==> config.mk <==
export PLATFORM = sky130hd
export DESIGN_NAME = pc_encoder_top
export DESIGN_NICKNAME = d
export VERILOG_FILES = /design/src/pc_pkg.sv /design/src/pc_encoder_top.sv /design/src/pc_unload_stage.sv /design/src/pc_layer_engine.sv /design/src/pc_load_stage.sv /design/src/pc_beta_ram.sv
export VERILOG_INCLUDE_DIRS = /design/src /design/src/include
export SDC_FILE = /design/constraint.sdc
export NUM_CORES = 1
export LEC_CHECK = 0
export BUFFER_PORTS_ARGS = -buffer_cell sky130_fd_sc_hd__buf_2
export CAP_MARGIN = 20
export CORE_UTILIZATION = 59
export CTS_BUF_LIST = sky130_fd_sc_hd__clkbuf_8
export DETAILED_ROUTE_END_ITERATION = 10
export GPL_TIMING_DRIVEN = 1
export PLACE_DENSITY = 0.75
export SYNTH_ARGS = -nofsm -noshare
export SYNTH_HDL_FRONTEND = slang
export SYNTH_SLANG_ARGS = --single-unit
==> constraint.sdc <==
create_clock -name iclk -period 10.84 [get_ports iclk]
set_input_delay 1.084 -clock iclk [delete_from_list [all_inputs] [get_ports iclk]]
set_output_delay 1.084 -clock iclk [all_outputs]
set_load 0.03 [all_outputs]
==> src/include/pc_macros.svh <==
// Polar encoder build options
`ifndef PC_MACROS_SVH
`define PC_MACROS_SVH

// Bits per data word; the in-word butterflies span all of them.
`define PC_DAT_W 8

// Log2 of words per block, which is also the number of cross-word stages.
`define PC_WORDS_LOG2 4

// Set to 1 for a second beta RAM read register; read latency is 1 + this value.
`define PC_RAM_PIPE 0

`endif
==> src/pc_pkg.sv <==
// Polar encoder shared types
`default_nettype none

package pc_pkg;

  `include "pc_macros.svh"

  localparam int unsigned pc_rd_lat = 1 + `PC_RAM_PIPE; // Beta RAM read latency in cycles.

  typedef logic [`PC_DAT_W-1:0]        word_t;     // One block word.
  typedef logic [`PC_WORDS_LOG2-1:0]   word_idx_t; // Word position inside a block.
  typedef logic [`PC_WORDS_LOG2-2:0]   ram_addr_t; // Beta RAM row, one pair per row.

  // Bank of word j under layout s is the bit that separates a stage-s pair.
  function automatic logic pc_layout_bank(input int unsigned s, input word_idx_t j);
    return j[s]; // The lower word of each pair lands in bank 0.
  endfunction

  // Row of word j under layout s, with bit s squeezed out of the index.
  function automatic ram_addr_t pc_layout_addr(input int unsigned s, input word_idx_t j);
    ram_addr_t   a;
    int unsigned k;
    a = '0;
    for (k = 0; k < `PC_WORDS_LOG2 - 1; k++) begin
      if (k < s) begin
        a[k] = j[k];   // Bits below s keep their place.
      end else begin
        a[k] = j[k+1]; // Bits above s move down by one.
      end
    end
    return a;
  endfunction

endpackage

`default_nettype wire

==> src/pc_encoder_top.sv <==
// Polar block encoder top
`timescale 1ns/1ps
`default_nettype none

module pc_encoder_top
  import pc_pkg::*;
(
  input  logic  iclk,
  input  logic  rst_n,
  input  logic  in_valid,
  output logic  in_ready,
  input  word_t in_data,
  output logic  out_valid,
  input  logic  out_ready,
  output word_t out_data,
  output logic  out_last
);

  logic      ld_wr;       // Layout 0 write into RAM A.
  ram_addr_t ld_addr;
  logic      ld_sel;
  word_t     ld_data;
  logic      ld_done;     // Word 15 written.
  logic      calc_done;   // Final layer ready in RAM A.
  logic      ul_rd;
  ram_addr_t ul_addr;
  word_t     ul_rdat [2]; // Both banks of the row read by the unload stage.
  logic      ul_done;     // Block fully sent.

  pc_load_stage i_pc_load_stage (
    .iclk    (iclk),
    .rst_n   (rst_n),
    .in_valid(in_valid),
    .in_ready(in_ready),
    .in_data (in_data),
    .ul_done (ul_done),
    .ld_wr   (ld_wr),
    .ld_addr (ld_addr),
    .ld_sel  (ld_sel),
    .ld_data (ld_data),
    .ld_done (ld_done)
  );

  pc_layer_engine i_pc_layer_engine (
    .iclk     (iclk),
    .rst_n    (rst_n),
    .ld_wr    (ld_wr),
    .ld_addr  (ld_addr),
    .ld_sel   (ld_sel),
    .ld_data  (ld_data),
    .ld_done  (ld_done),
    .calc_done(calc_done),
    .ul_rd    (ul_rd),
    .ul_addr  (ul_addr),
    .ul_rdat  (ul_rdat)
  );

  pc_unload_stage i_pc_unload_stage (
    .iclk     (iclk),
    .rst_n    (rst_n),
    .calc_done(calc_done),
    .ul_rd    (ul_rd),
    .ul_addr  (ul_addr),
    .ul_rdat  (ul_rdat),
    .out_valid(out_valid),
    .out_data (out_data),
    .out_last (out_last),
    .out_ready(out_ready),
    .ul_done  (ul_done)
  );

endmodule

`default_nettype wire

==> src/pc_unload_stage.sv <==
// Polar encoder output stage
`timescale 1ns/1ps
`default_nettype none

module pc_unload_stage
  import pc_pkg::*;
(
  input  logic      iclk,
  input  logic      rst_n,
  input  logic      calc_done,
  output logic      ul_rd,
  output ram_addr_t ul_addr,
  input  word_t     ul_rdat [2],
  output logic      out_valid,
  output word_t     out_data,
  output logic      out_last,
  input  logic      out_ready,
  output logic      ul_done
);

  localparam int unsigned depth = pc_rd_lat + 2; // Enough to keep one read per cycle.
  localparam int unsigned ptr_w = $clog2(depth);
  localparam int unsigned cnt_w = $clog2(depth + 1);

  logic                 active;   // Reads still to issue for this block.
  word_idx_t            rd_idx;   // Next word to read.
  word_idx_t            pop_idx;  // Word at the head of the buffer.
  logic [pc_rd_lat-1:0] vld_sr;   // Reads in flight.
  logic [pc_rd_lat-1:0] sel_sr;   // Bank of each read in flight.
  logic [cnt_w-1:0]     avail;    // Free slots not yet promised to a read.
  logic [cnt_w-1:0]     fill;     // Words held in the buffer.
  word_t                fifo_mem [depth];
  logic [ptr_w-1:0]     wr_ptr;
  logic [ptr_w-1:0]     rd_ptr;
  logic                 push;
  logic                 pop;

  assign ul_rd     = active && (avail != '0); // A read only goes out with a slot behind it.
  assign ul_addr   = pc_layout_addr(0, rd_idx);
  assign push      = vld_sr[pc_rd_lat-1];
  assign out_valid = (fill != '0);
  assign out_data  = fifo_mem[rd_ptr]; // Head stays put while out_ready is low.
  assign out_last  = out_valid && (pop_idx == '1);
  assign pop       = out_valid && out_ready;

  always_ff @(posedge iclk or negedge rst_n) begin
    if (!rst_n) begin
      active  <= 1'b0;
      rd_idx  <= '0;
      pop_idx <= '0;
      vld_sr  <= '0;
      avail   <= cnt_w'(depth);
      fill    <= '0;
      wr_ptr  <= '0;
      rd_ptr  <= '0;
      ul_done <= 1'b0;
    end else begin
      vld_sr  <= (vld_sr << 1) | pc_rd_lat'(ul_rd);
      avail   <= avail - cnt_w'(ul_rd) + cnt_w'(pop);
      fill    <= fill + cnt_w'(push) - cnt_w'(pop);
      ul_done <= pop && out_last; // Word 15 has left.
      if (calc_done) begin
        active <= 1'b1;
      end else if (ul_rd && (rd_idx == '1)) begin
        active <= 1'b0; // All 16 reads issued.
      end
      if (ul_rd) begin
        rd_idx <= rd_idx + 1'b1;
      end
      if (push) begin
        wr_ptr <= (wr_ptr == ptr_w'(depth - 1)) ? '0 : wr_ptr + 1'b1;
      end
      if (pop) begin
        rd_ptr  <= (rd_ptr == ptr_w'(depth - 1)) ? '0 : rd_ptr + 1'b1;
        pop_idx <= pop_idx + 1'b1;
      end
    end
  end

  always_ff @(posedge iclk) begin
    sel_sr <= (sel_sr << 1) | pc_rd_lat'(pc_layout_bank(0, rd_idx)); // Bank follows the read.
    if (push) begin
      fifo_mem[wr_ptr] <= ul_rdat[sel_sr[pc_rd_lat-1]];
    end
  end

endmodule

`default_nettype wire

==> src/pc_layer_engine.sv <==
// Polar cross-word layer engine
`timescale 1ns/1ps
`default_nettype none
`include "pc_macros.svh"

module pc_layer_engine
  import pc_pkg::*;
(
  input  logic      iclk,
  input  logic      rst_n,
  input  logic      ld_wr,
  input  ram_addr_t ld_addr,
  input  logic      ld_sel,
  input  word_t     ld_data,
  input  logic      ld_done,
  output logic      calc_done,
  input  logic      ul_rd,
  input  ram_addr_t ul_addr,
  output word_t     ul_rdat [2]
);

  localparam int unsigned nw_log2   = `PC_WORDS_LOG2;
  localparam int unsigned stage_len = (1 << nw_log2) + pc_rd_lat; // Cycles per stage.
  localparam int unsigned stg_w     = $clog2(nw_log2);

  typedef enum logic [1:0] {ph_load, ph_comp, ph_unload} phase_t;

  phase_t             phase;    // Which side owns RAM A.
  logic [nw_log2:0]   cnt;      // Cycle inside the current stage.
  logic [nw_log2:0]   wr_cnt;   // Cycle count seen from the write side.
  logic [stg_w-1:0]   stg;      // Cross-word stage, also the source layout.
  logic [pc_rd_lat-1:0] vld_sr; // Read-data valid, one bit per latency cycle.
  logic               hi_pend;  // Upper result goes out this cycle.
  word_t              hi_dat;   // Upper word held for its write.
  logic               comp;     // Compute phase.
  logic               rd_en;    // Datapath issues a pair read.
  ram_addr_t          dp_raddr; // Pair row being read.
  ram_addr_t          dp_pair;  // Pair row being written back.
  int unsigned        dst_lay;  // Layout the stage writes.
  word_t              src [2];  // Pair from the source RAM.
  logic               dp_wr;
  word_idx_t          dp_j;     // Word index of the result.
  word_t              dp_dat;
  logic               dp_sel;
  ram_addr_t          dp_waddr;
  logic               a_wr;
  logic               a_wsel;
  ram_addr_t          a_waddr;
  ram_addr_t          a_raddr;
  word_t              a_wdat;
  word_t              a_rdat [2];
  word_t              b_rdat [2];

  // Word index of one half of pair row a under layout k.
  function automatic word_idx_t pair_word(input int unsigned k, input ram_addr_t a,
                                          input logic hi);
    word_idx_t   j;
    int unsigned b;
    for (b = 0; b < nw_log2; b++) begin
      if (b < k) begin
        j[b] = a[b];
      end else if (b == k) begin
        j[b] = hi; // The pair bit itself.
      end else begin
        j[b] = a[b-1];
      end
    end
    return j;
  endfunction

  assign comp     = (phase == ph_comp);
  assign rd_en    = comp && (cnt < (1 << nw_log2)) && !cnt[0]; // One read every second cycle.
  assign dp_raddr = cnt[nw_log2-1:1];
  assign wr_cnt   = cnt - (nw_log2 + 1)'(pc_rd_lat);
  assign dp_pair  = wr_cnt[nw_log2-1:1]; // Same row for the lower and upper write.
  assign dst_lay  = (stg == stg_w'(nw_log2 - 1)) ? 0 : int'(stg) + 1;
  assign src[0]   = stg[0] ? b_rdat[0] : a_rdat[0]; // Even stages read A, odd stages read B.
  assign src[1]   = stg[0] ? b_rdat[1] : a_rdat[1];

  always_comb begin
    dp_wr = vld_sr[pc_rd_lat-1] | hi_pend;
    if (hi_pend) begin
      dp_j   = pair_word(stg, dp_pair, 1'b1);
      dp_dat = hi_dat; // Upper word passes through.
    end else begin
      dp_j   = pair_word(stg, dp_pair, 1'b0);
      dp_dat = src[0] ^ src[1]; // Lower word takes the XOR.
    end
    dp_sel   = pc_layout_bank(dst_lay, dp_j);
    dp_waddr = pc_layout_addr(dst_lay, dp_j);
  end

  // Load stage writes A outside compute; the unload stage reads it when it asks.
  assign a_wr    = comp ? (dp_wr & stg[0]) : ld_wr;
  assign a_waddr = comp ? dp_waddr : ld_addr;
  assign a_wsel  = comp ? dp_sel : ld_sel;
  assign a_wdat  = comp ? dp_dat : ld_data;
  assign a_raddr = ((phase == ph_unload) && ul_rd) ? ul_addr : dp_raddr;
  assign ul_rdat = a_rdat;

  always_ff @(posedge iclk or negedge rst_n) begin
    if (!rst_n) begin
      phase     <= ph_load;
      cnt       <= '0;
      stg       <= '0;
      vld_sr    <= '0;
      hi_pend   <= 1'b0;
      calc_done <= 1'b0;
    end else begin
      vld_sr    <= (vld_sr << 1) | pc_rd_lat'(rd_en);
      hi_pend   <= vld_sr[pc_rd_lat-1]; // Upper write trails the lower by one cycle.
      calc_done <= 1'b0;
      case (phase)
        ph_load: begin
          if (ld_done) begin
            phase <= ph_comp; // Word 15 is in A by the next cycle.
            cnt   <= '0;
            stg   <= '0;
          end
        end
        ph_comp: begin
          if (cnt == (nw_log2 + 1)'(stage_len - 1)) begin
            cnt <= '0;
            if (stg == stg_w'(nw_log2 - 1)) begin
              phase     <= ph_unload; // Final layer sits in A under layout 0.
              calc_done <= 1'b1;
            end else begin
              stg <= stg + 1'b1;
            end
          end else begin
            cnt <= cnt + 1'b1;
          end
        end
        default: begin
          if (ld_wr) begin
            phase <= ph_load; // First word of the next block.
          end
        end
      endcase
    end
  end

  always_ff @(posedge iclk) begin
    hi_dat <= src[1];
  end

  pc_beta_ram #(
    .addr_w($bits(ram_addr_t)),
    .dat_w (`PC_DAT_W),
    .pipe  (`PC_RAM_PIPE)
  ) ram_a (
    .iclk (iclk),
    .write(a_wr),
    .waddr(a_waddr),
    .wsel (a_wsel),
    .wdat (a_wdat),
    .raddr(a_raddr),
    .rdat (a_rdat)
  );

  pc_beta_ram #(
    .addr_w($bits(ram_addr_t)),
    .dat_w (`PC_DAT_W),
    .pipe  (`PC_RAM_PIPE)
  ) ram_b (
    .iclk (iclk),
    .write(comp & dp_wr & ~stg[0]),
    .waddr(dp_waddr),
    .wsel (dp_sel),
    .wdat (dp_dat),
    .raddr(dp_raddr),
    .rdat (b_rdat)
  );

endmodule

`default_nettype wire

==> src/pc_load_stage.sv <==
// Polar encoder input stage
`timescale 1ns/1ps
`default_nettype none

module pc_load_stage
  import pc_pkg::*;
(
  input  logic      iclk,
  input  logic      rst_n,
  input  logic      in_valid,
  output logic      in_ready,
  input  word_t     in_data,
  input  logic      ul_done,
  output logic      ld_wr,
  output ram_addr_t ld_addr,
  output logic      ld_sel,
  output word_t     ld_data,
  output logic      ld_done
);

  localparam int unsigned bf_stages = $clog2($bits(word_t)); // In-word butterfly stages.

  word_idx_t wcnt;     // Index of the next word in the block.
  logic      wait_ul;  // Block loaded, waiting for the output side to drain.
  logic      acc;      // Word accepted this cycle.
  logic      last_acc; // Word 15 accepted this cycle.
  word_t     bf;       // Word after the in-word butterflies.

  assign acc      = in_valid & in_ready;  // Transfer on the valid/ready handshake.
  assign last_acc = acc & (wcnt == '1);   // Final word of the block.

  // Bit i picks up bit i + 2^s whenever bit s of i is clear.
  always_comb begin
    int unsigned s;
    int unsigned i;
    bf = in_data;
    for (s = 0; s < bf_stages; s++) begin
      for (i = 0; i < $bits(word_t); i++) begin
        if (((i >> s) & 1) == 0) begin
          bf[i] = bf[i] ^ bf[i + (1 << s)]; // Upper bit of the pair is untouched.
        end
      end
    end
  end

  always_ff @(posedge iclk or negedge rst_n) begin
    if (!rst_n) begin
      wcnt     <= '0;
      wait_ul  <= 1'b0;
      in_ready <= 1'b0; // Rises one edge after reset is released.
      ld_wr    <= 1'b0;
      ld_done  <= 1'b0;
    end else begin
      ld_wr   <= acc;      // Each word is written the cycle after it arrives.
      ld_done <= last_acc; // Marks the write of word 15.
      if (acc) begin
        wcnt <= wcnt + 1'b1; // Wraps to 0 for the next block.
      end
      if (last_acc) begin
        wait_ul  <= 1'b1;
        in_ready <= 1'b0; // No overlap with compute or unload.
      end else if (ul_done) begin
        wait_ul  <= 1'b0;
        in_ready <= 1'b1;
      end else begin
        in_ready <= ~wait_ul;
      end
    end
  end

  always_ff @(posedge iclk) begin
    ld_data <= bf;
    ld_addr <= pc_layout_addr(0, wcnt); // Layout 0 pairs words that differ in bit 0.
    ld_sel  <= pc_layout_bank(0, wcnt);
  end

endmodule

`default_nettype wire

==> src/pc_beta_ram.sv <==
// Two-bank beta RAM
`timescale 1ns/1ps
`default_nettype none

module pc_beta_ram #(
  parameter int addr_w = 3,
  parameter int dat_w  = 8,
  parameter bit pipe   = 0
) (
  input  logic              iclk,
  input  logic              write,
  input  logic [addr_w-1:0] waddr,
  input  logic              wsel,
  input  logic [dat_w-1:0]  wdat,
  input  logic [addr_w-1:0] raddr,
  output logic [dat_w-1:0]  rdat [2]
);

  logic [dat_w-1:0] bank0 [2**addr_w]; // Lower words of each pair.
  logic [dat_w-1:0] bank1 [2**addr_w]; // Upper words of each pair.
  logic [dat_w-1:0] rd_q  [2][2];      // Read stage 0 and the optional stage 1.

  always_ff @(posedge iclk) begin
    if (write) begin
      if (wsel) begin
        bank1[waddr] <= wdat; // Bank select picks the half of the row.
      end else begin
        bank0[waddr] <= wdat;
      end
    end
    rd_q[0][0] <= bank0[raddr]; // Both banks come back from one row.
    rd_q[0][1] <= bank1[raddr];
    rd_q[1]    <= rd_q[0];      // Extra register, only tapped when pipe is set.
  end

  assign rdat = rd_q[pipe]; // Read latency is 1 + pipe.

endmodule

`default_nettype wire

---- Yosys cells after proc, flatten, opt, wreduce, memory -nomap -nowiden ----
Memories as Yosys holds them, arrays and structs flattened.
Cells that the tools add are included.
word-level totals
  word-level logic and storage cells ...... 181
  latch bits .............................. 0
  bits in writable memories ............... 344
  memory bits (read-only) ................. 0
  output and inout port bits .............. 11
  memories kept ........................... 7
  register bits ........................... 60
  input port bits ......................... 12
operators by class
  reductions and logical operators ........ 20
  equal/unequal tests ..................... 16
  bitwise logic cells ..................... 22
  muxes and demuxes ....................... 69
  divide/modulo/power cells ............... 0
  magnitude comparators ................... 9
  multiply operators ...................... 0
  $add $sub $neg .......................... 13
  shift operators ......................... 0
memories
  memory                         words  width  rd ports  clocked after memory_dff  write ports  RTL line           RTL
  i_pc_layer_engine.ram_a.bank0  8      8      1         0                         1            pc_beta_ram.sv:19  logic [dat_w-1:0] bank0 [2**addr_w];
  i_pc_layer_engine.ram_a.bank1  8      8      1         0                         1            pc_beta_ram.sv:20  logic [dat_w-1:0] bank1 [2**addr_w];
  i_pc_layer_engine.ram_b.bank0  8      8      1         0                         1            pc_beta_ram.sv:19
  i_pc_layer_engine.ram_b.bank1  8      8      1         0                         1            pc_beta_ram.sv:20
  i_pc_layer_engine.ram_a.rd_q   2      16     1         0                         2            pc_beta_ram.sv:21  logic [dat_w-1:0] rd_q [2][2];
  i_pc_layer_engine.ram_b.rd_q   2      16     1         0                         2            pc_beta_ram.sv:21
  1 more memories                -      -      -         -                         -            -
operators with widths
  cell                   number
  $lt A1 B32 Y1 const A  2
  $mux W8                7
  $mux W1                43
  $lt A2 B32 Y1 const A  1
  $lt A32 B3 Y1 const B  1
  $mux W32               1
  $mux W2                9
  $add A4 B1 Y4 const B  3
  $eq A4 B4 Y1 const B   3
  $xor A1 B1 Y1          12
  $mux W5                2
  $pmux W5 S2            1
  $reduce_bool A2 Y1     5
  $eq A2 B2 Y1 const B   4
  $logic_and A1 B1 Y1    8
  $ne A2 B2 Y1 const B   4
  $pmux W2 S2            2
  $reduce_and A4 Y1      2
  $xor A8 B8 Y8          1
  $add A2 B1 Y2 const B  3
  $mux W3                2
  $add A5 B1 Y5 const B  1
  $and A1 B1 Y1          5
  $eq A5 B5 Y1 const B   1
  20 further kinds       26

---- Logic depth before layout (Yosys ltp) ----
  depth in word-level cells ............... 10
  mapped depth ............................ 11
  mapped depth without buffers ............ 8

---- Cells and area by module ----
A second synthesis with hierarchy kept.
unflattened totals
  cells, all modules ...................... 786
  area, all modules ....................... 14813.0 µm²
modules (own cells, without submodules)
  module           cells an instance  times used  area an instance (µm²)
  pc_beta_ram      224                2           5345.1
  pc_unload_stage  131                1           1849.3
  pc_layer_engine  161                1           1624.1
  pc_load_stage    46                 1           649.4

---- Worst setup path before layout ----
No wires, ideal clock.
  kind .................................... flip-flop to flip-flop
  from .................................... register i_pc_layer_engine.cnt[1]
  to ...................................... memory i_pc_layer_engine.ram_a.bank1[2][0] (enable)
  path slack .............................. 7083 ps
  data arrival time ....................... 3371 ps
  clock period less this slack ............ 3757 ps
  data required time ...................... 10454 ps
  setup time .............................. 386 ps
  buffers on the path ..................... 3
  stages on the path, launching flop included .. 11
  path through ............................ dfrtp_1 -> clkbuf_1 -> clkbuf_1 -> buf_1 -> inv_1 -> ha_1 -> nor2b_1 -> o22a_1 -> a2111oi_1 -> a221oi_2 -> a211oi_1
on the way
  longest elaborated chain between the ends .. 10
  elaborated cells on any way between the ends .. 24
  those cells by class .................... add/sub (1); mux (23)
ends and longest elaborated chain
  item                           RTL line                RTL
  start: declaration             pc_layer_engine.sv:29   logic [nw_log2:0] cnt;
  start signal: assignment       pc_layer_engine.sv:131  cnt <= cnt + 1'b1;
  $sub A4 B1 Y4 (*)              pc_layer_engine.sv:74   assign wr_cnt = cnt - (nw_log2 + 1)'(pc_rd_lat);
  $mux W1                        pc_layer_engine.sv:62   end else if (b == k) begin
  $mux W1                        pc_layer_engine.sv:60   if (b < k) begin
  $mux W4 (*)                    pc_layer_engine.sv:82   if (hi_pend) begin
  $bmux W1 S2                    pc_pkg.sv:16            return j[s];
  $mux W1 (implied by the code)  pc_pkg.sv:16
  $mux W1                        pc_layer_engine.sv:96   assign a_wsel = comp ? dp_sel : ld_sel;
  $mux W1                        pc_beta_ram.sv:25       if (wsel) begin
  $mux W1                        pc_beta_ram.sv:24       if (write) begin
  $mux W1 (implied by the code)  pc_beta_ram.sv:26       bank1[waddr] <= wdat;
  end: declaration               pc_beta_ram.sv:20
Every way passes the cells marked *; elsewhere a longest branch is shown, timed or not. The select of a mux whose other input is x is not followed.

---- Worst setup path in the final report ----
  from .................................... register i_pc_layer_engine.stg[0]
  to ...................................... memory i_pc_layer_engine.ram_a.bank1[0][1] (enable)
on the way
  longest elaborated chain between the ends .. 10
  elaborated cells on any way between the ends .. 37
  those cells by class .................... add/sub (1); order compare (6); eq/ne (4); mux (25); bitwise (1)
ends and longest elaborated chain
  item                                                    RTL line                RTL
  start: declaration                                      pc_layer_engine.sv:31   logic [stg_w-1:0] stg;
  start signal: assignment                                pc_layer_engine.sv:128  stg <= stg + 1'b1;
  branches (longest 10 deep; another with $lt A1 B32 Y1)  -
Several ways; the timed one is not identified. The select of a mux whose other input is x is not followed.

==> flow_metrics.py <==
metrics = {
    "status": {
        "status": "completed",
    },
    "floorplanning": {
        "die_area_um2": 26800,
        "fp.dieH_um": 164,
        "row_count": 58,
        "start_util": 0.607,
        "io_pins": 23,
        "die_w_um": 164,
        "coreArea_um2": 25400,
    },
    "clocking": {
        "cts_buffer_depth": 3,
        "htreeDepth": 2,
        "cts.clk_slew.worst_paths_ps": 60,
        "cts-resized-gates": 0,
        "cts-buffers-inserted": 58,
        "postCtsSetupBuffers": 0,
        "ctsHoldBuffers": 0,
        "worst_skew_pair.late_latency_ps": 590,
        "tritoncts": "yes",
        "cts.sinks": 372,
        "clockRootBuffer": "clkbuf_8",
    },
    "global_routing": {
        "gr-total-overflow": 0,
        "top_usage_layer": "met2",
        "grt_pass1_wl_mm": 49.2,
        "grt_usage": 0.247,
        "use_met3": 0.0411,
        "grt_max_degree": 73,
        "grt_pass1_vias": 8671,
        "antenna_found_initial": 1,
        "use_met1": 0.347,
        "grt_use_met2": 0.395,
    },
    "route": {
        "ant_nets": 0,
        "routedWlPerCell_um": 22.2,
        "dr.first_iter.drc_count": 1088,
        "route.vias.total": 8999,
        "drc": 0,
        "finalWirelength_mm": 32.0,
        "via_per_inst": 6.24,
        "drtPass1Iterations": 5,
    },
    "pwr": {
        "switching_share": 0.349,
        "internal_power_w": 0.00316,
        "pwr-share-clk": 0.223,
        "peakVddDrop_mv": 0.290,
        "seq_power_share": 0.471,
        "p_leak_nw": 5.93,
        "comb_power_share": 0.306,
        "switchingPower_w": 0.00170,
        "p_per_area_nw_per_um2": 286,
    },
    "synth": {
        "yosys_warnings": 0,
        "synth-seq-cells": 372,
        "yosysSeqAreaShare": 0.678,
        "synth_area_leaders": "edfxtp_1, dfxtp_1, dfrtp_1",
        "syn-num-nets": 1049,
        "yosysMostFrequentCell": "edfxtp_1",
        "syn_inst": 1023,
        "syn_area_um2": 15400,
        "postSynthAreaPerCell_um2": 15.1,
        "synth_top_area_cell": "edfxtp_1",
        "synth_async_sr_flop_share": 0.105,
        "synth-edff-count": 280,
        "yosysUniqueCellTypes": 61,
        "synth_top_area_frac": 0.545,
        "yosys-top-cells-count": "edfxtp_1, and3_1, dfxtp_1, clkbuf_1, mux2_2",
        "synth_ff_type": "edfxtp_1",
    },
    "timing": {
        "hold_viol": 0,
        "tightest_slew_ps": 1120,
        "setup_ws_ps": 6430,
        "setup_viol": 0,
        "setup_tns_ps": 0,
        "finClkSkew_ps": 24.8,
        "post-route-period-util": 0.407,
        "slew_viol_final": 0,
        "timing.final.crit_period_ps": 4410,
        "rsz0062_at_grt": "no",
        "timing.fmax_ghz": 0.227,
        "slew_headroom": 0.246,
    },
    "final_layout": {
        "multi_input_area_um2": 4650,
        "area_growth_pct": 10.1,
        "fill_cells": 1731,
        "stdcell_area_um2": 17000,
        "drive_gt1_frac": 0.204,
        "final_nets": 1092,
        "antenna_cells": 0,
        "seq_area_um2": 10500,
    },
    "critical_path": {
        "worst_ep_arrival_time_ps": 4630,
        "worst-path-buf-inv": 1,
        "path_class": "reg2reg",
        "cp-end-kind": "flop",
        "rr_startpoint": "i_pc_layer_engine.stg[0]$_DFFE_PN0P_",
        "max_stage_delay_ps": 1020,
        "cp_max_fo": 25,
        "required_ps": 11060,
        "r2r-end": "i_pc_layer_engine.ram_a.bank1[0][1]$_DFFE_PP_",
        "rrSetupSlack_ps": 6430,
        "reg2reg_depth": 7,
        "crit_family": "compound AO/OA/AOI/OAI gates",
        "path_cells": "inv_1 -> ha_1 -> nor2b_1 -> o22a_1 -> a2111oi_1 -> a221oi_2 -> nor3_1",
        "critPathLaunchType": "flop",
        "slowest_stage": "dfrtp_1",
    },
    "hold_path": {
        "hold_end": "i_pc_unload_stage.active$_DFFE_PN0P_",
        "min_from": "i_pc_layer_engine.calc_done$_DFF_PN0_",
        "hold_path_depth": 1,
        "hold_class": "reg2reg",
    },
    "run": {
        "cap_violations": 0,
    },
    "place": {
        "place_hpwl_mm": 20.2,
        "place_area_um2": 15700,
        "gp_congestion": 0.868,
        "numPortBuffers": 22,
        "pre_cts_ws_ps": 6350,
    },
}
per-stage QoR:
stage,util,cells,hold WS [ps],total power [W]
global placement,0.620,1313,408,0.00374
detailed placement,0.620,1314,420,0.00378
floorplan,-,1023,375,0.00322
CTS,0.663,1419,429,0.00486
finish,0.668,1441,425,0.00486
global route,0.668,1441,447,0.00507
flip-flops by register name, summed over array words and instances (netlist names), 3 cells and up:
signal,cells
i_pc_layer_engine.cnt,5
i_pc_layer_engine.hi_dat,8
i_pc_layer_engine.ram_a.bank0,64
i_pc_layer_engine.ram_a.bank1,64
i_pc_layer_engine.ram_a.rd_q,16
i_pc_layer_engine.ram_b.bank0,64
i_pc_layer_engine.ram_b.bank1,64
i_pc_layer_engine.ram_b.rd_q,16
i_pc_load_stage.ld_addr,3
i_pc_load_stage.ld_data,8
i_pc_load_stage.wcnt,4
i_pc_unload_stage.fifo_mem,24
i_pc_unload_stage.pop_idx,4
i_pc_unload_stage.rd_idx,4
metal layers:
| layer | vias to the layer above | share of wire |
|---|---|---|
| met5 | - | 0 |
| met3 | 66 | 0.073 |
| met4 | 0 | 0.024 |
| met1 | 4475 | 0.42 |
| met2 | 355 | 0.49 |
| li1 | 4103 | - |
worst register-to-register path: stages (launching register included):
cell       delay [ps]
dfrtp_1          1020
inv_1             320
ha_1              310
nor2b_1           140
o22a_1            210
a2111oi_1         780
a221oi_2          360
nor3_1            920
power groups by stage:
stage / Clock, W / Combinational [W] / Sequential, W
after floorplan: 0 / 0.00106 / 0.00216
after global placement: 0 / 0.00142 / 0.00232
after detailed placement: 0 / 0.00145 / 0.00233
after CTS: 0.00110 / 0.00146 / 0.00230
after global routing: 0.00116 / 0.00159 / 0.00232
final: 0.00108 / 0.00149 / 0.00229
how the worst max path moves through the flow:
stage / start / to / slack (ps) / cells past startpoint
after CTS: i_pc_layer_engine.cnt[1]$_DFFE_PN0P_ / i_pc_layer_engine.ram_b.bank1[4][5]$_DFFE_PP_ / 6360 / 7
after detailed placement: i_pc_layer_engine.stg[0]$_DFFE_PN0P_ / i_pc_layer_engine.ram_b.bank1[4][7]$_DFFE_PP_ / 6350 / 7
after floorplan: i_pc_layer_engine.cnt[1]$_DFFE_PN0P_ / i_pc_layer_engine.ram_a.bank1[2][0]$_DFFE_PP_ / 7080 / 10
after global routing: i_pc_layer_engine.stg[0]$_DFFE_PN0P_ / i_pc_layer_engine.ram_a.bank1[0][6]$_DFFE_PP_ / 6120 / 7
after global placement: i_pc_layer_engine.cnt[1]$_DFFE_PN0P_ / i_pc_layer_engine.ram_b.bank1[3][3]$_DFFE_PP_ / 6430 / 7
final: i_pc_layer_engine.stg[0]$_DFFE_PN0P_ / i_pc_layer_engine.ram_a.bank1[0][1]$_DFFE_PP_ / 6430 / 7
cells by family (layout without fill, tap and decap cells):
logic type      after synthesis  in the layout  synth area share
flops                       372            372             0.678
xor+xnor                     36             36            0.0204
fa+ha+maj                    14             14            0.0114
buf+inv                      85            173            0.0218
mux                         100            100            0.0950
compound gates              144            144            0.0708
simple gates                272            272             0.103
layout by cell type (no fill, tap or decap), types with 33 or more instances in the layout:
cell and n:
a2111oi_0 33, buf_2 34, and3_1 53, dfrtp_1 35, edfxtp_1 280, clkbuf_8 62, nor3_1 45, nand2_1 45
mux2_2 51, dfxtp_1 53
final cells by class:
type | count | share of cell area
Sequential cell | 372 | 0.616
Timing Repair Buffer | 54 | 0.0195
Multi-Input combinational cell | 566 | 0.274
Inverter | 14 | 0.00310
Tap cell | 330 | 0.0243
Clock inverter | 43 | 0.0136
Clock buffer | 62 | 0.0503
No activity file was read; power rests on OpenSTA's default activity.
